[config.mk]
export PLATFORM = sky130hd
export DESIGN_NAME = fetch_if_stage
export DESIGN_NICKNAME = d
export VERILOG_FILES = /design/src/design/fetch_pkg.sv /design/src/design/fetch_axi_rd.sv /design/src/design/fetch_pma.sv /design/src/design/fetch_prefetch.sv /design/src/design/fetch_if_stage.sv
export VERILOG_INCLUDE_DIRS = /design/src /design/src/design
export SDC_FILE = /design/constraint.sdc
export NUM_CORES = 1
export LEC_CHECK = 0
export BUFFER_PORTS_ARGS = -buffer_cell sky130_fd_sc_hd__buf_2
export CAP_MARGIN = 20
export CORE_MARGIN = 4
export CORE_UTILIZATION = 45
export DETAILED_ROUTE_END_ITERATION = 10
export PLACE_DENSITY = 0.76
export SLEW_MARGIN = 5
export SYNTH_ARGS = -nofsm -noshare
export SYNTH_HDL_FRONTEND = slang
export SYNTH_SLANG_ARGS = --single-unit
[constraint.sdc]
create_clock -name clk -period 4.11 [get_ports clk]
set_input_delay 1.233 -clock clk [delete_from_list [all_inputs] [get_ports clk]]
set_output_delay 1.233 -clock clk [all_outputs]
set_load 0.03 [all_outputs]
[src/design/fetch_config.svh]
// Fetch stage build macros for prefetch depth, boot PC and executable region
`ifndef FETCH_CONFIG_SVH
`define FETCH_CONFIG_SVH

// Prefetch FIFO depth
// Also caps the reads in flight, keep it at 2 or more
`define PF_DEPTH 2

// PC held through reset until the controller issues the first redirect
`define BOOT_RESET_PC 32'h0000_0080

// Executable window for instruction fetch
// Base is inclusive, limit is exclusive, both byte addresses of words
`define EXEC_BASE  32'h0000_0000
`define EXEC_LIMIT 32'h0001_0000

`endif

[src/design/fetch_pkg.sv]
// Fetch stage types: PC source enum, controller struct, AXI read structs, IF/ID structs
package fetch_pkg;

  // Redirect target select, driven by the controller with pc_set
  typedef enum logic [2:0] {
    PC_BOOT     = 3'd0,  // Boot address
    PC_JUMP     = 3'd1,  // Jump from ID
    PC_BRANCH   = 3'd2,  // Taken branch from EX
    PC_MRET     = 3'd3,  // Return from trap
    PC_TRAP_EXC = 3'd4,  // Exception entry, mtvec base
    PC_TRAP_IRQ = 3'd5   // Vectored interrupt entry
  } pc_mux_e;

  // Prefetcher run state
  typedef enum logic {
    PF_IDLE = 1'b0,  // Out of reset, nothing requested yet
    PF_RUN  = 1'b1   // Fetching after the first redirect
  } pf_state_e;

  // Controller to IF stage
  typedef struct packed {
    logic       pc_set;   // Single cycle redirect strobe
    pc_mux_e    pc_mux;
    logic [4:0] irq_id;   // Interrupt vector index
    logic       kill_if;
    logic       halt_if;
    logic       spare;
  } ctrl_fetch_t;

  // AXI4-Lite AR payload
  typedef struct packed {
    logic [31:0] addr;
    logic [2:0]  prot;
  } axi_ar_t;

  // AXI4-Lite R payload
  typedef struct packed {
    logic [31:0] data;
    logic [1:0]  resp;
  } axi_r_t;

  // One fetched word plus its fault flags
  typedef struct packed {
    logic [31:0] instr;
    logic        bus_err;  // Slave answered with SLVERR or DECERR
    logic        pma_err;  // Outside executable region, never sent to the bus
  } fetch_resp_t;

  // IF/ID pipeline register
  typedef struct packed {
    logic        instr_valid;
    logic [31:0] pc;
    fetch_resp_t resp;
  } if_id_pipe_t;

  // AXI prot for fetch: unprivileged, secure, instruction
  localparam logic [2:0] PROT_INSTR    = 3'b100;
  localparam logic [1:0] AXI_RESP_OKAY = 2'b00;

endpackage

[src/design/fetch_axi_rd.sv]
// AXI4-Lite read master for instruction fetch with one registered AR slot
`timescale 1ns/1ps

module fetch_axi_rd (
  input  logic                   clk,
  input  logic                   rst_n,

  // Request from the PMA stage
  input  logic                   trans_valid_i,
  output logic                   trans_ready_o,
  input  logic [31:0]            trans_addr_i,

  // Response back towards the prefetcher
  output logic                   resp_valid_o,
  output fetch_pkg::fetch_resp_t resp_o,

  // AR channel
  output logic                   ar_valid_o,
  input  logic                   ar_ready_i,
  output fetch_pkg::axi_ar_t     ar_o,

  // R channel
  input  logic                   r_valid_i,
  output logic                   r_ready_o,
  input  fetch_pkg::axi_r_t      r_i
);
  import fetch_pkg::*;

  logic        ar_valid_q;  // Address waiting for the slave
  logic [31:0] ar_addr_q;
  logic        trans_hs;

  // Only one address held, take a new one once the slot is empty
  assign trans_ready_o = !ar_valid_q;
  assign trans_hs      = trans_valid_i && trans_ready_o;

  // AR valid rises the cycle after the internal handshake
  // and stays up until the slave takes it
  always_ff @(posedge clk, negedge rst_n) begin
    if (!rst_n) begin
      ar_valid_q <= 1'b0;
    end else if (trans_hs) begin
      ar_valid_q <= 1'b1;
    end else if (ar_ready_i) begin
      ar_valid_q <= 1'b0;                      // Accepted by the slave
    end
  end

  // Address only loads into an empty slot, so it is stable while stalled
  always_ff @(posedge clk) begin
    if (trans_hs) begin
      ar_addr_q <= trans_addr_i;
    end
  end

  assign ar_valid_o = ar_valid_q;
  assign ar_o       = '{addr: ar_addr_q, prot: PROT_INSTR};

  // R channel is never back-pressured, prefetcher reserves a FIFO slot per read
  assign r_ready_o    = 1'b1;
  assign resp_valid_o = r_valid_i;             // Same cycle pass to the core side

  always_comb begin
    resp_o.instr   = r_i.data;
    resp_o.bus_err = (r_i.resp != AXI_RESP_OKAY);  // SLVERR / DECERR
    resp_o.pma_err = 1'b0;
  end

endmodule

[src/design/fetch_pma.sv]
// Executable region check between prefetcher and AXI read master
`timescale 1ns/1ps
`include "fetch_config.svh"

module fetch_pma (
  input  logic                   clk,
  input  logic                   rst_n,

  // Core side
  input  logic                   core_valid_i,
  output logic                   core_ready_o,
  input  logic [31:0]            core_addr_i,
  output logic                   core_resp_valid_o,
  output fetch_pkg::fetch_resp_t core_resp_o,

  // Bus side
  output logic                   bus_valid_o,
  input  logic                   bus_ready_i,
  output logic [31:0]            bus_addr_o,
  input  logic                   bus_resp_valid_i,
  input  fetch_pkg::fetch_resp_t bus_resp_i
);
  import fetch_pkg::*;

  localparam int unsigned CNT_W = 4;  // Room for far more reads than the prefetcher issues

  logic             exec_ok;    // Address inside the executable window
  logic             bus_hs;
  logic             fault_hs;   // Illegal request taken this cycle
  logic             fault_q;    // Fault answer due this cycle
  logic [CNT_W-1:0] bus_cnt_q;  // Bus reads still in flight

  assign exec_ok = (core_addr_i >= `EXEC_BASE) && (core_addr_i < `EXEC_LIMIT);

  // Legal requests go straight through
  assign bus_valid_o = core_valid_i && exec_ok;
  assign bus_addr_o  = core_addr_i;
  assign bus_hs      = bus_valid_o && bus_ready_i;

  // Illegal ones wait until the bus has drained so answers stay in order
  assign core_ready_o = exec_ok ? bus_ready_i : (bus_cnt_q == '0);
  assign fault_hs     = core_valid_i && !exec_ok && (bus_cnt_q == '0);

  always_ff @(posedge clk, negedge rst_n) begin
    if (!rst_n) begin
      bus_cnt_q <= '0;
      fault_q   <= 1'b0;
    end else begin
      fault_q <= fault_hs;                     // Answer one cycle after acceptance
      case ({bus_hs, bus_resp_valid_i})
        2'b10:   bus_cnt_q <= bus_cnt_q + 1'b1;
        2'b01:   bus_cnt_q <= bus_cnt_q - 1'b1;
        default: ;                             // Both or neither
      endcase
    end
  end

  // A fault answer never meets a bus answer, the bus was empty when it was taken
  assign core_resp_valid_o = fault_q || bus_resp_valid_i;

  always_comb begin
    core_resp_o = bus_resp_i;
    if (fault_q) begin
      core_resp_o = '{instr: 32'h0, bus_err: 1'b0, pma_err: 1'b1};
    end
  end

endmodule

[src/design/fetch_prefetch.sv]
// Prefetcher with request address counter, read tracking, response FIFO and redirect flush
`timescale 1ns/1ps
`include "fetch_config.svh"

module fetch_prefetch (
  input  logic                   clk,
  input  logic                   rst_n,

  input  fetch_pkg::ctrl_fetch_t ctrl_i,
  input  logic [31:0]            branch_addr_i,   // Redirect target, word aligned

  // Towards the IF/ID register
  input  logic                   ready_i,
  output logic                   valid_o,
  output fetch_pkg::fetch_resp_t instr_o,
  output logic [31:0]            addr_o,          // PC of the FIFO head

  // Request and response path
  output logic                   trans_valid_o,
  input  logic                   trans_ready_i,
  output logic [31:0]            trans_addr_o,
  input  logic                   resp_valid_i,
  input  fetch_pkg::fetch_resp_t resp_i,

  output logic                   busy_o
);
  import fetch_pkg::*;

  localparam int unsigned      DEPTH    = `PF_DEPTH;
  localparam int unsigned      PTR_W    = $clog2(DEPTH);
  localparam int unsigned      CNT_W    = $clog2(DEPTH + 1);
  localparam logic [PTR_W-1:0] PTR_LAST = PTR_W'(DEPTH - 1);
  localparam logic [CNT_W-1:0] CNT_FULL = CNT_W'(DEPTH);

  pf_state_e        state_q;
  logic [31:0]      fetch_addr_q;   // Next word to request
  logic [31:0]      head_pc_q;
  fetch_resp_t      fifo_q [DEPTH];
  logic [PTR_W-1:0] wr_ptr_q;
  logic [PTR_W-1:0] rd_ptr_q;
  logic [CNT_W-1:0] fifo_cnt_q;
  logic [CNT_W-1:0] outst_cnt_q;    // Reads issued, not yet answered
  logic [CNT_W-1:0] discard_cnt_q;  // Stale answers still to drop
  logic [CNT_W:0]   occupancy;      // FIFO entries plus reads in flight
  logic             trans_hs;
  logic             push;
  logic             pop;
  logic             drop;

  // Ring pointer step, depth need not be a power of two
  function automatic logic [PTR_W-1:0] ptr_inc(input logic [PTR_W-1:0] ptr);
    return (ptr == PTR_LAST) ? '0 : ptr + 1'b1;
  endfunction

  //////////////////////////////////////////////////
  // Request side
  //////////////////////////////////////////////////

  assign occupancy = {1'b0, fifo_cnt_q} + {1'b0, outst_cnt_q};

  // Hold off on the redirect cycle, new target goes out next cycle
  assign trans_valid_o = (state_q == PF_RUN) && !ctrl_i.pc_set
                         && (occupancy < {1'b0, CNT_FULL});
  assign trans_hs      = trans_valid_o && trans_ready_i;
  assign trans_addr_o  = fetch_addr_q;

  //////////////////////////////////////////////////
  // Response side
  //////////////////////////////////////////////////

  // Anything landing on a redirect or owed to an old stream is thrown away
  assign drop = resp_valid_i && ((discard_cnt_q != '0) || ctrl_i.pc_set);
  assign push = resp_valid_i && !drop;

  assign valid_o = (fifo_cnt_q != '0);
  assign pop     = valid_o && ready_i && !ctrl_i.pc_set;
  assign instr_o = fifo_q[rd_ptr_q];
  assign addr_o  = head_pc_q;
  assign busy_o  = (outst_cnt_q != '0);

  always_ff @(posedge clk, negedge rst_n) begin
    if (!rst_n) begin
      state_q       <= PF_IDLE;
      fetch_addr_q  <= `BOOT_RESET_PC;
      head_pc_q     <= `BOOT_RESET_PC;
      wr_ptr_q      <= '0;
      rd_ptr_q      <= '0;
      fifo_cnt_q    <= '0;
      outst_cnt_q   <= '0;
      discard_cnt_q <= '0;
    end else begin
      case ({trans_hs, resp_valid_i})          // Issue and return, one each per cycle at most
        2'b10:   outst_cnt_q <= outst_cnt_q + 1'b1;
        2'b01:   outst_cnt_q <= outst_cnt_q - 1'b1;
        default: ;
      endcase
      if (ctrl_i.pc_set) begin
        // Redirect flushes the FIFO and marks every open read as stale
        state_q       <= PF_RUN;
        fetch_addr_q  <= branch_addr_i;
        head_pc_q     <= branch_addr_i;
        wr_ptr_q      <= '0;
        rd_ptr_q      <= '0;
        fifo_cnt_q    <= '0;
        discard_cnt_q <= outst_cnt_q - CNT_W'(resp_valid_i);
      end else begin
        if (trans_hs) fetch_addr_q <= fetch_addr_q + 32'd4;
        if (push) wr_ptr_q <= ptr_inc(wr_ptr_q);
        if (pop) begin
          rd_ptr_q  <= ptr_inc(rd_ptr_q);
          head_pc_q <= head_pc_q + 32'd4;      // Stream is strictly sequential
        end
        case ({push, pop})
          2'b10:   fifo_cnt_q <= fifo_cnt_q + 1'b1;
          2'b01:   fifo_cnt_q <= fifo_cnt_q - 1'b1;
          default: ;
        endcase
        if (drop) discard_cnt_q <= discard_cnt_q - 1'b1;
      end
    end
  end

  // FIFO storage
  always_ff @(posedge clk) begin
    if (push) begin
      fifo_q[wr_ptr_q] <= resp_i;
    end
  end

endmodule

[src/design/fetch_if_stage.sv]
// Instruction fetch stage top with target select, stage handshake and IF/ID register
`timescale 1ns/1ps

module fetch_if_stage (
  input  logic                   clk,
  input  logic                   rst_n,

  // Redirect targets
  input  logic [31:0]            boot_addr_i,
  input  logic [31:0]            jump_target_i,
  input  logic [31:0]            branch_target_i,
  input  logic [31:0]            mepc_i,
  input  logic [23:0]            mtvec_addr_i,    // Trap vector base, upper bits

  input  fetch_pkg::ctrl_fetch_t ctrl_i,

  // AXI4-Lite read
  output logic                   ar_valid_o,
  input  logic                   ar_ready_i,
  output fetch_pkg::axi_ar_t     ar_o,
  input  logic                   r_valid_i,
  output logic                   r_ready_o,
  input  fetch_pkg::axi_r_t      r_i,

  // ID side
  output fetch_pkg::if_id_pipe_t if_id_pipe_o,
  output logic                   if_valid_o,
  input  logic                   id_ready_i,
  output logic                   csr_mtvec_init_o,  // mtvec reload on boot
  output logic                   if_busy_o
);
  import fetch_pkg::*;

  logic [31:0] branch_addr_n;
  logic        if_ready;

  logic        pf_valid;
  fetch_resp_t pf_instr;
  logic [31:0] pf_pc;
  logic        pf_busy;
  logic        pf_trans_valid;
  logic        pf_trans_ready;
  logic [31:0] pf_trans_addr;
  logic        pf_resp_valid;
  fetch_resp_t pf_resp;

  logic        bus_trans_valid;
  logic        bus_trans_ready;
  logic [31:0] bus_trans_addr;
  logic        bus_resp_valid;
  fetch_resp_t bus_resp;

  logic        instr_valid_q;
  logic [31:0] pc_q;
  fetch_resp_t resp_q;

  //////////////////////////////////////////////////
  // Redirect target
  //////////////////////////////////////////////////

  always_comb begin
    branch_addr_n = {boot_addr_i[31:2], 2'b00};  // Fallback for unused codes
    case (ctrl_i.pc_mux)
      PC_BOOT:     branch_addr_n = {boot_addr_i[31:2], 2'b00};
      PC_JUMP:     branch_addr_n = {jump_target_i[31:2], 2'b00};
      PC_BRANCH:   branch_addr_n = {branch_target_i[31:2], 2'b00};
      PC_MRET:     branch_addr_n = {mepc_i[31:2], 2'b00};
      PC_TRAP_EXC: branch_addr_n = {mtvec_addr_i, 8'h00};             // Common exception entry
      PC_TRAP_IRQ: branch_addr_n = {mtvec_addr_i, 1'b0, ctrl_i.irq_id, 2'b00};  // Vectored
      default:     ;
    endcase
  end

  assign csr_mtvec_init_o = ctrl_i.pc_set && (ctrl_i.pc_mux == PC_BOOT);

  //////////////////////////////////////////////////
  // Fetch path
  //////////////////////////////////////////////////

  fetch_prefetch prefetch_i (
    .clk           (clk),
    .rst_n         (rst_n),
    .ctrl_i        (ctrl_i),
    .branch_addr_i (branch_addr_n),
    .ready_i       (if_ready),
    .valid_o       (pf_valid),
    .instr_o       (pf_instr),
    .addr_o        (pf_pc),
    .trans_valid_o (pf_trans_valid),
    .trans_ready_i (pf_trans_ready),
    .trans_addr_o  (pf_trans_addr),
    .resp_valid_i  (pf_resp_valid),
    .resp_i        (pf_resp),
    .busy_o        (pf_busy)
  );

  fetch_pma pma_i (
    .clk               (clk),
    .rst_n             (rst_n),
    .core_valid_i      (pf_trans_valid),
    .core_ready_o      (pf_trans_ready),
    .core_addr_i       (pf_trans_addr),
    .core_resp_valid_o (pf_resp_valid),
    .core_resp_o       (pf_resp),
    .bus_valid_o       (bus_trans_valid),
    .bus_ready_i       (bus_trans_ready),
    .bus_addr_o        (bus_trans_addr),
    .bus_resp_valid_i  (bus_resp_valid),
    .bus_resp_i        (bus_resp)
  );

  fetch_axi_rd axi_rd_i (
    .clk           (clk),
    .rst_n         (rst_n),
    .trans_valid_i (bus_trans_valid),
    .trans_ready_o (bus_trans_ready),
    .trans_addr_i  (bus_trans_addr),
    .resp_valid_o  (bus_resp_valid),
    .resp_o        (bus_resp),
    .ar_valid_o    (ar_valid_o),
    .ar_ready_i    (ar_ready_i),
    .ar_o          (ar_o),
    .r_valid_i     (r_valid_i),
    .r_ready_o     (r_ready_o),
    .r_i           (r_i)
  );

  //////////////////////////////////////////////////
  // Stage handshake and IF/ID register
  //////////////////////////////////////////////////

  assign if_valid_o = pf_valid && !ctrl_i.kill_if && !ctrl_i.halt_if;
  assign if_ready   = ctrl_i.kill_if || (id_ready_i && !ctrl_i.halt_if);  // Kill drains the head
  assign if_busy_o  = pf_busy;

  // Bubble when ID takes but IF has nothing, hold when ID stalls
  always_ff @(posedge clk, negedge rst_n) begin
    if (!rst_n) begin
      instr_valid_q <= 1'b0;
    end else if (if_valid_o && id_ready_i) begin
      instr_valid_q <= 1'b1;
    end else if (id_ready_i) begin
      instr_valid_q <= 1'b0;
    end
  end

  always_ff @(posedge clk) begin
    if (if_valid_o && id_ready_i) begin
      pc_q   <= pf_pc;
      resp_q <= pf_instr;
    end
  end

  assign if_id_pipe_o = '{instr_valid: instr_valid_q, pc: pc_q, resp: resp_q};

endmodule

# Word-level counts from Yosys, hierarchy flattened
# Memories as Yosys holds them, arrays and structs flattened. A register that Yosys moved wholly into a read port is not among the register bits.
# Index checks and enable logic that the tools add are counted.
word_totals:
  ff_bits: 144
  ram_bits: 68
  output_inout_bits: 107
  elab_cells: 108
  n_memories: 1
classes:
  addsub: 13
  magnitude_cmp: 3
  n_eq_ne: 11
  mux: 25
  n_reduce_logical: 41
mem_list:
  columns: ["name", "depth", "width", "read_ports", "rd_clocked_by_memory_dff", "write_ports", "line", "source"]
  rows:
  - ["prefetch_i.fifo_q", 2, 34, 1, 1, 1, "fetch_prefetch.sv:38", "fetch_resp_t fifo_q [DEPTH];"]
op_table:
  columns: ["operator", "count"]
  rows:
  - ["32-bit one-hot mux with 5 select lines", 1]
  - ["32-bit two-way mux", 4]
  - ["32-bit by 3-bit adder with 32-bit output (second input constant)", 2]
  - ["34-bit two-way mux", 1]
  - ["32-bit by 1-bit >= comparator with 1-bit output (second input constant)", 1]
  - ["32-bit by 17-bit < comparator with 1-bit output (second input constant)", 1]
  - ["2-bit nonzero test", 12]
  - ["1-bit logical AND", 17]
  - ["1-bit two-way mux", 13]
  - ["2-bit one-hot mux with 2 select lines", 2]
  - ["4-bit one-hot mux with 2 select lines", 1]
  - ["2-bit by 1-bit == test with 1-bit output (second input constant)", 3]
  - ["2-bit == test (second input constant)", 3]
  - ["3-bit by 2-bit == test with 1-bit output (second input constant)", 2]
  - ["3-bit == test (second input constant)", 2]
  - ["1-bit zero test", 6]
  - ["2-bit two-way mux", 3]
  - ["2-bit by 1-bit subtractor with 2-bit output (second input constant)", 3]
  - ["2-bit by 1-bit adder with 2-bit output (second input constant)", 2]
  - ["4-bit by 1-bit adder with 4-bit output (second input constant)", 1]
  - ["4-bit zero test", 1]
  - ["4-bit by 1-bit subtractor with 4-bit output (second input constant)", 1]
  - ["2-bit by 2-bit adder with 3-bit output", 1]
  - ["3-bit by 1-bit == test with 1-bit output (second input constant)", 1]
  - ["other kinds (6)", 9]

# Depth between registers and ports, before layout
# Gate-level depths: netlist of run 1.
depth:
  word_depth: 8
  ltp_mapped: 13
  ltp_nobuf: 12

# Hierarchy
# From an unflattened synthesis of run 1, not the netlist that was laid out.
hier_totals:
  hier_cells: 934
  hier_area_um2: 12399.4
modules_own_cells:
  columns: ["mod", "instances", "cells_each", "area_each_um2", "seq_area_each_um2"]
  rows:
  - ["fetch_prefetch", 1, 544, 6515.0, 3871.2]
  - ["fetch_if_stage", 1, 210, 3737.3, 2006.9]
  - ["fetch_axi_rd", 1, 77, 1305.0, 985.9]
  - ["fetch_pma", 1, 103, 842.1, 125.1]

# Least setup slack after synthesis of run 1
# Ideal clock, no wire load.
synth_path:
  path_type: "input to register"
  startpoint: "input ctrl_i[11] (netlist name)"
  endpoint: "memory prefetch_i.fifo_q[1][0] (netlist name) (enable)"
  t_arrival_ns: 4.494
  t_required_ns: 3.635
  slack_ns: -0.859
  cell_stages: 5
  n_path_buf: 4
  cell_sequence: "buf_6 -> clkbuf_1 -> buf_1 -> clkbuf_1 -> nor3b_1"
synth_between:
  elab_chain_cells: 6
synth_lines:
  columns: ["item", "line", "source"]
  rows:
  - ["start, declared", "fetch_if_stage.sv:15", "input fetch_pkg::ctrl_fetch_t ctrl_i,"]
  - ["1-bit logical OR", "fetch_prefetch.sv:72", "assign drop = resp_valid_i && ((discard_cnt_q != '0) || ctrl_i.pc_set);"]
  - ["1-bit logical AND", "fetch_prefetch.sv:72", null]
  - ["1-bit zero test", "fetch_prefetch.sv:73", "assign push = resp_valid_i && !drop;"]
  - ["1-bit logical AND", "fetch_prefetch.sv:73", null]
  - ["1-bit two-way mux", "fetch_prefetch.sv:125", "if (push) begin"]
  - ["1-bit two-way mux (not written as such)", "fetch_prefetch.sv:126", "fifo_q[wr_ptr_q] <= resp_i;"]
  - ["end, declared", "fetch_prefetch.sv:38", null]
# Every way passes these cells.

# Worst setup path in the final report of run 1
layout_path:
  startpoint: "input ctrl_i[10] (netlist name)"
  endpoint: "output csr_mtvec_init_o"
layout_between:
  elab_chain_cells: 2
layout_lines:
  columns: ["item", "line", "source"]
  rows:
  - ["3-bit zero test", "fetch_if_stage.sv:74", "assign csr_mtvec_init_o = ctrl_i.pc_set && (ctrl_i.pc_mux == PC_BOOT);"]
  - ["1-bit logical AND", "fetch_if_stage.sv:74", null]
  - ["end, declared", "fetch_if_stage.sv:29", "output logic csr_mtvec_init_o,"]
# Every way passes these cells.

==> load_flow_metrics.sql, run 1 <==
INSERT INTO impl_metrics (metric_group, metric, value, unit) VALUES
('worst_setup_path', 'crit_path_frequent_cell', 'buf_2', ''),
('route', 'vias', '9393', ''),
('placed_design', 'numPortBuffers', '292', ''),
('route', 'routed_via_density', '5.89', ''),
('logic_synthesis', 'yosysMostFrequentCell', 'edfxtp_1', ''),
('logic_synthesis', 'synth.largest_area_cell', 'edfxtp_1', ''),
('sta', 'transition_at_the_pin_with_the_smallest_max_transition_slack', '0.946', 'ns'),
('pwr', 'power.internal', '0.00472', 'W'),
('pwr', 'power.density_cell_area', '471', 'mW/mm2'),
('logic_synthesis', 'yosys_warnings', '0', ''),
('sta', 'slew_violations', '0', ''),
('worst_setup_path', 'timing.setup.critical_path_class', 'input port to primary output', ''),
('run', 'drv_cap', '0', ''),
('route', 'drt-initial-drc-count', '760', ''),
('sta', 'worst_clock_skew', '0.0125', 'ns'),
('floorplan', 'chipHeight', '169', 'um'),
('worst_setup_path', 'critical_path.top_delay_family', 'simple AND/OR/NAND/NOR gates', ''),
('floorplan', 'die_x', '169', 'um'),
('worst_setup_path', 'timing.critical_path.buf_inv', '2', ''),
('clock_network', 'postCtsResizedCells', '0', ''),
('sta', 'max_clock_freq', '292', 'MHz'),
('worst_setup_path', 'timing.critical_path.arrival', '2.19', 'ns'),
('hold_path', 'min_path_type', 'flip-flop to flip-flop', ''),
('floorplan', 'core_area', '0.0253', 'mm2'),
('logic_synthesis', 'yosys-top-cells-area', 'edfxtp_1, dfrtp_1, mux2_2', ''),
('logic_synthesis', 'ys_ff_latch', '238', ''),
('worst_setup_path', 'ff2ff_setup_slack', '0.87', 'ns'),
('placed_design', 'dp_slack', '0.560', 'ns'),
('route', 'wl', '32700', 'um'),
('worst_setup_path', 'timing.critical_path.cells', 'buf_2 > or3_1 > nor2_1 > buf_2', ''),
('logic_synthesis', 'synth_cells', '964', ''),
('global_route', 'wire_length_of_the_first_global_routing_pass', '49500', 'um'),
('logic_synthesis', 'synth_top_flop_cell', 'edfxtp_1', ''),
('worst_setup_path', 'worstReg2RegEnd', 'prefetch_i.outst_cnt_q[1]', ''),
('outcome', 'status', 'finished clean', ''),
('layout', 'finalNetCount', '1463', ''),
('worst_setup_path', 'crit-reg2reg-launch', 'prefetch_i.fifo_cnt_q[0]', ''),
('clock_network', 'cts.clk_slew.worst_paths', '0.06', 'ns'),
('logic_synthesis', 'syn-cell-area', '0.0116', 'mm2'),
('route', 'wl_per_cell', '20.5', 'um'),
('sta', 'setup_slack', '0.690', 'ns'),
('worst_setup_path', 'critical-path-max-stage-delay', '0.45', 'ns'),
('floorplan', 'floorplan.initialDensity', '45.9', '%'),
('global_route', 'grt_antenna_before_repair', '0', ''),
('sta', 'finalHoldViolations', '0', ''),
('route', 'drc_errors', '0', ''),
('clock_network', 'clockRootBuffer', 'clkbuf_16', ''),
('hold_path', 'worst_hold_endpoint', 'prefetch_i.state_q', ''),
('placed_design', 'finalWeightedCongestion', '0.870', ''),
('logic_synthesis', 'async_reset_ff_share', '31.9', '%'),
('clock_network', 'clock_tree.htree_level_count', '1', ''),
('route', 'post_route_ant_nets', '0', ''),
('clock_network', 'tritoncts', 'done', ''),
('worst_setup_path', 'start_kind', 'input port', ''),
('clock_network', 'cts_hold_repair.buffers', '0', ''),
('pwr', 'net-switching-power', '0.00195', 'W'),
('global_route', 'grt_start_max_net_pins', '77', ''),
('worst_setup_path', 'cp_data_required_time', '2.88', 'ns'),
('floorplan', 'placement_rows', '58', ''),
('sta', 'setup_viol', '0', ''),
('logic_synthesis', 'seq_area_frac_synth', '58.4', '%'),
('pwr', 'cellLeakagePower', '5.73', 'nW'),
('pwr', 'total_power', '0.00667', 'W'),
('hold_path', 'holdCritStartpoint', 'prefetch_i.state_q', ''),
('clock_network', 'cts_max_path_buffers', '3', ''),
('sta', 'setup_repair_after_global_routing_missed_its_margin', 'false', ''),
('layout', 'filler_cell_count', '2168', ''),
('placed_design', 'dp_hpwl', '24000', 'um'),
('logic_synthesis', 'netlist-cell-type-count', '72', ''),
('floorplan', 'fp.dieArea', '0.0284', 'mm2'),
('layout', 'area_delta_synth_final', '22.1', '%');
## metrics by stage
step                instances  area [um2]  utilization (%)
floorplan                 970       11600                -
global placement         1552       13400             53.1
detailed placement       1552       13400             53.1
CTS                      1594       14100             56.0
global route             1595       14200             56.1
finish                   1595       14200             56.1
## cell usage in the layout, fill, tap and decap left out, types with 9 or more instances in the layout
cell type,count
clkbuf_16,25
nor3_1,24
a31oi_1,16
mux2_2,51
and2_1,10
o22a_1,34
clkbuf_1,9
nand2_1,26
o22ai_1,20
o221ai_1,9
a21oi_1,55
nor2_1,40
nand4_1,19
dfrtp_1,74
buf_2,291
inv_1,38
mux2i_1,12
nand3_1,31
o21ai_0,42
buf_4,26
edfxtp_1,162
a221oi_1,15
xnor2_1,9
and3_1,15
o21a_1,10
nor4_1,10
a2bb2oi_1,20
nor2b_1,42
## how the worst max path moves through the flow
stage,startpoint,endpoint,slack [ns],depth (start not counted)
5_1_grt,ctrl_i[10],csr_mtvec_init_o,0.59,4
3_3_place_gp,ctrl_i[8],prefetch_i.addr_o[24],0.59,7
3_5_place_dp,ctrl_i[8],prefetch_i.trans_addr_o[22],0.56,7
2_1_floorplan,ctrl_i[2],if_id_pipe_o[0],0.04,2
6_report,ctrl_i[10],csr_mtvec_init_o,0.69,4
4_1_cts,ctrl_i[10],csr_mtvec_init_o,0.70,4
## power by group through the flow
stage	sequential (W)	clock [W]	combinational (W)
floorplan	0.00320	0	0.000950
global placement	0.00319	0	0.00139
detailed placement	0.00320	0	0.00143
CTS	0.00315	0.00210	0.00144
global route	0.00319	0.00221	0.00157
finish	0.00316	0.00207	0.00144
## sequential cells by signal, summed over array words and instances, names as in the netlist
register / count
prefetch_i.fifo_cnt_q: 2
prefetch_i.fifo_q: 68
prefetch_i.addr_o: 30
instr_valid_q: 1
prefetch_i.rd_ptr_q: 1
axi_rd_i.ar_addr_q: 30
pma_i.fault_q: 1
prefetch_i.trans_addr_o: 30
if_id_pipe_o: 34
prefetch_i.wr_ptr_q: 1
prefetch_i.outst_cnt_q: 2
prefetch_i.discard_cnt_q: 2
pc_q: 30
pma_i.bus_cnt_q: 4
prefetch_i.state_q: 1
axi_rd_i.ar_valid_o: 1
## worst register-to-register path, cell delays in order (launching register included)
cell and delay (ns):
dfrtp_1 0.45, and2_1 0.19, fa_1 0.44, or4b_4 0.54, nor2_1 0.15, mux2_4 0.38, inv_2 0.32, ha_1 0.42
nor2_1 0.14, xor2_1 0.15
## final cells by class
type,instances,area (um2),area share (%)
Clock buffer,35,673,4.75
Multi-Input combinational cell,628,4420,31.2
Clock inverter,7,63.8,0.451
Sequential cell,238,6770,47.8
Inverter,39,146,1.03
Timing Repair Buffer,318,1680,11.9
Tap cell,330,413,2.92
## cells by family (layout without fill, tap and decap cells)
family	after synthesis	in the layout	share of synthesized area (%)
multiplexers	64	64	6.12
AO/OA/AOI/OAI	268	268	16.4
flip-flops	238	238	58.4
other	2	8	0.0647
XOR/XNOR	17	17	1.28
buffers and inverters	104	399	3.96
AND/OR/NAND/NOR	261	261	12.6
adder cells (fa/ha/maj)	10	10	1.21
## routing by layer
metal | up-vias | wire length, um | track usage [%]
li1 | 4291 | - | -
met1 | 4550 | 12600 | 27.3
met2 | 466 | 16100 | 37.3
met3 | 86 | 2870 | 4.65
met4 | 0 | 1220 | 7.73
met5 | - | 0 | 0
Note: power is estimated with default switching activity, not from simulation.
==> run 2: changes to the inputs <==
==> constraint.sdc (replaced) <==
create_clock -name clk -period 3.05 [get_ports clk]
set_input_delay 0.915 -clock clk [delete_from_list [all_inputs] [get_ports clk]]
set_output_delay 0.915 -clock clk [all_outputs]
set_load 0.03 [all_outputs]
==> load_flow_metrics.sql, run 2 (same netlist as run 1, synthesis figures left out) <==
INSERT INTO impl_metrics (metric_group, metric, value, unit) VALUES
('clock_network', 'cts_hold_repair.buffers', '0', ''),
('layout', 'area_delta_synth_final', '25.3', '%'),
('layout', 'multiInputGateArea', '0.00443', 'mm2'),
('pwr', 'vdd_drop_max', '0.458', 'mV'),
('sta', 'slew_violations', '0', ''),
('global_route', 'grt_antenna_before_repair', '0', ''),
('placed_design', 'numPortBuffers', '292', ''),
('route', 'drt-initial-drc-count', '791', ''),
('layout', 'layout-drive-gt1-share', '36.0', '%'),
('clock_network', 'tritoncts_num_sinks', '238', ''),
('worst_setup_path', 'critical_path.endpoint_type', 'flip-flop', ''),
('sta', 'setup_viol', '0', ''),
('floorplan', 'die_x', '169', 'um'),
('layout', 'antenna_cells_inserted', '0', ''),
('global_route', 'grt_pass1_vias', '9330', ''),
('worst_setup_path', 'critical_path.max_fanout', '2', ''),
('placed_design', 'placement.cell_area', '0.0137', 'mm2'),
('global_route', 'wire_length_of_the_first_global_routing_pass', '51200', 'um'),
('clock_network', 'cts_max_path_buffers', '3', ''),
('global_route', 'grt.overflow.total', '0', ''),
('floorplan', 'core_area', '0.0253', 'mm2'),
('sta', 'transition_at_the_pin_with_the_smallest_max_transition_slack', '0.835', 'ns'),
('worst_setup_path', 'ff2ff_path_depth', '12', ''),
('sta', 'final_min_period_over_clock_period', '95.6', '%'),
('floorplan', 'placement_rows', '58', ''),
('pwr', 'cellLeakagePower', '5.94', 'nW'),
('sta', 'max_slew_headroom', '43.9', '%'),
('placed_design', 'dp_hpwl', '24600', 'um'),
('worst_setup_path', 'cp_data_required_time', '3.45', 'ns'),
('clock_network', 'cts_post_setup_buffers_inserted', '0', ''),
('layout', 'largest-register', 'prefetch_i.fifo_q', ''),
('clock_network', 'clkLatencyLatePin', '0.51', 'ns'),
('layout', 'post-route-cell-area', '0.0145', 'mm2'),
('worst_setup_path', 'timing.setup.critical_path_class', 'flip-flop to flip-flop', ''),
('global_route', 'grt_start_max_net_pins', '50', ''),
('sta', 'max_clock_freq', '343', 'MHz'),
('layout', 'stdcell_count', '1632', ''),
('route', 'drc_errors', '0', ''),
('pwr', 'power.density_cell_area', '642', 'mW/mm2'),
('worst_setup_path', 'start_kind', 'flip-flop', ''),
('clock_network', 'clock_tree.htree_level_count', '1', ''),
('sta', 'post-route-min-period', '2.92', 'ns'),
('run', 'drv_cap', '0', ''),
('layout', 'most-common-layout-cells', 'buf_2, edfxtp_1, dfrtp_1, buf_4, a21oi_1', ''),
('placed_design', 'finalWeightedCongestion', '0.896', ''),
('route', 'drt_first_pass_iters', '5', ''),
('placed_design', 'number_of_cells_after_detailed_placement', '1588', ''),
('layout', 'seq_area', '0.00677', 'mm2'),
('clock_network', 'cts-buffers-inserted', '24', ''),
('layout', 'most_frequent_standard_cell_in_the_layout_excluding_fill_and_tap_cells', 'buf_2', ''),
('floorplan', 'fp.dieArea', '0.0284', 'mm2'),
('clock_network', 'cts.clk_slew.worst_paths', '0.06', 'ns'),
('floorplan', 'design.portCount', '310', ''),
('global_route', 'global_route.usage.total', '22.5', '%'),
('floorplan', 'chipHeight', '169', 'um'),
('outcome', 'status', 'finished clean', ''),
('sta', 'setup_repair_after_global_routing_missed_its_margin', 'false', ''),
('clock_network', 'tritoncts', 'done', ''),
('sta', 'worst_clock_skew', '0.00770', 'ns'),
('sta', 'finalHoldViolations', '0', ''),
('route', 'routed_via_density', '5.79', ''),
('pwr', 'total_power', '0.00933', 'W'),
('layout', 'finalNetCount', '1497', ''),
('floorplan', 'floorplan.initialDensity', '45.9', '%'),
('route', 'vias', '9449', ''),
('clock_network', 'clockRootBuffer', 'clkbuf_16', ''),
('layout', 'largest_register_ffs', '68', ''),
('route', 'wl_per_cell', '20.4', 'um'),
('worst_setup_path', 'timing.critical_path.arrival', '3.31', 'ns'),
('route', 'wl', '33300', 'um'),
('layout', 'filler_cell_count', '2134', ''),
('route', 'post_route_ant_nets', '0', ''),
('hold_path', 'min_path_type', 'input port to async pin', '');
[run 2: path summary, 6_finish.rpt]
kind,startpoint,to,slack (ns)
min,rst_n,prefetch_i.trans_addr_o[9],0.42
max,prefetch_i.outst_cnt_q[0],pma_i.bus_cnt_q[3],0.13
max reg2reg,prefetch_i.outst_cnt_q[0],pma_i.bus_cnt_q[3],0.13
min reg2reg,pma_i.bus_cnt_q[3],pma_i.bus_cnt_q[3],0.48
max in group asynchronous,rst_n,prefetch_i.addr_o[7],1.97
min in group clk,pma_i.bus_cnt_q[3],pma_i.bus_cnt_q[3],0.48
[run 2: stage by stage]
stage	hold WS [ns]	setup slack, ns	setup TNS, ns	util, %
finish	0.416	0.133	0	57.6
global route	0.442	0.00952	0	57.6
detailed placement	0.470	-0.0984	-0.0984	54.4
floorplan	0.420	-0.416	-27.76	-
CTS	0.417	0.0269	0	57.5
global placement	0.445	-0.0326	-0.0326	54.4
[run 2: cell type report]
type	instances	area share [%]
tap	330	2.84
clock inverter	11	0.740
inverter	39	1.01
multi-input combinational	628	30.5
timing repair buffer	353	13.6
clock buffer	33	4.72
sequential	238	46.6
[run 2: worst max-delay path: stages (launching register included)]
cell and delay, ns:
dfrtp_1 0.37, and2_1 0.16, fa_1 0.44, or4b_4 0.52, nor2_4 0.10, nand2b_1 0.09
ha_2 0.19, ha_1 0.28, a21o_1 0.19, a21oi_2 0.15, xnor2_1 0.12, nor2_1 0.06
xor2_1 0.13
[run 2: power breakdown]
group | leakage, nW | internal [W] | switching [W]
Combinational | 3.13 | 0.000964 | 0.00115
Sequential | 2.42 | 0.00390 | 0.000352
Clock | 0.388 | 0.00175 | 0.00122
Total | 5.94 | 0.00661 | 0.00272
[run 2: what timing repair did]
item | CTS | global route
setup endpoints to repair | 1 | 1
gates resized for setup | 1 | 3
pin swaps | 0 | 1
[run 2: routing by layer]
layer	up-vias	GRT usage, %	share of wire (%)
met1	4588	28.9	39
met2	441	39.3	50
met4	0	6.03	2.6
li1	4362	-	-
met5	-	0	0
met3	58	4.18	8.2
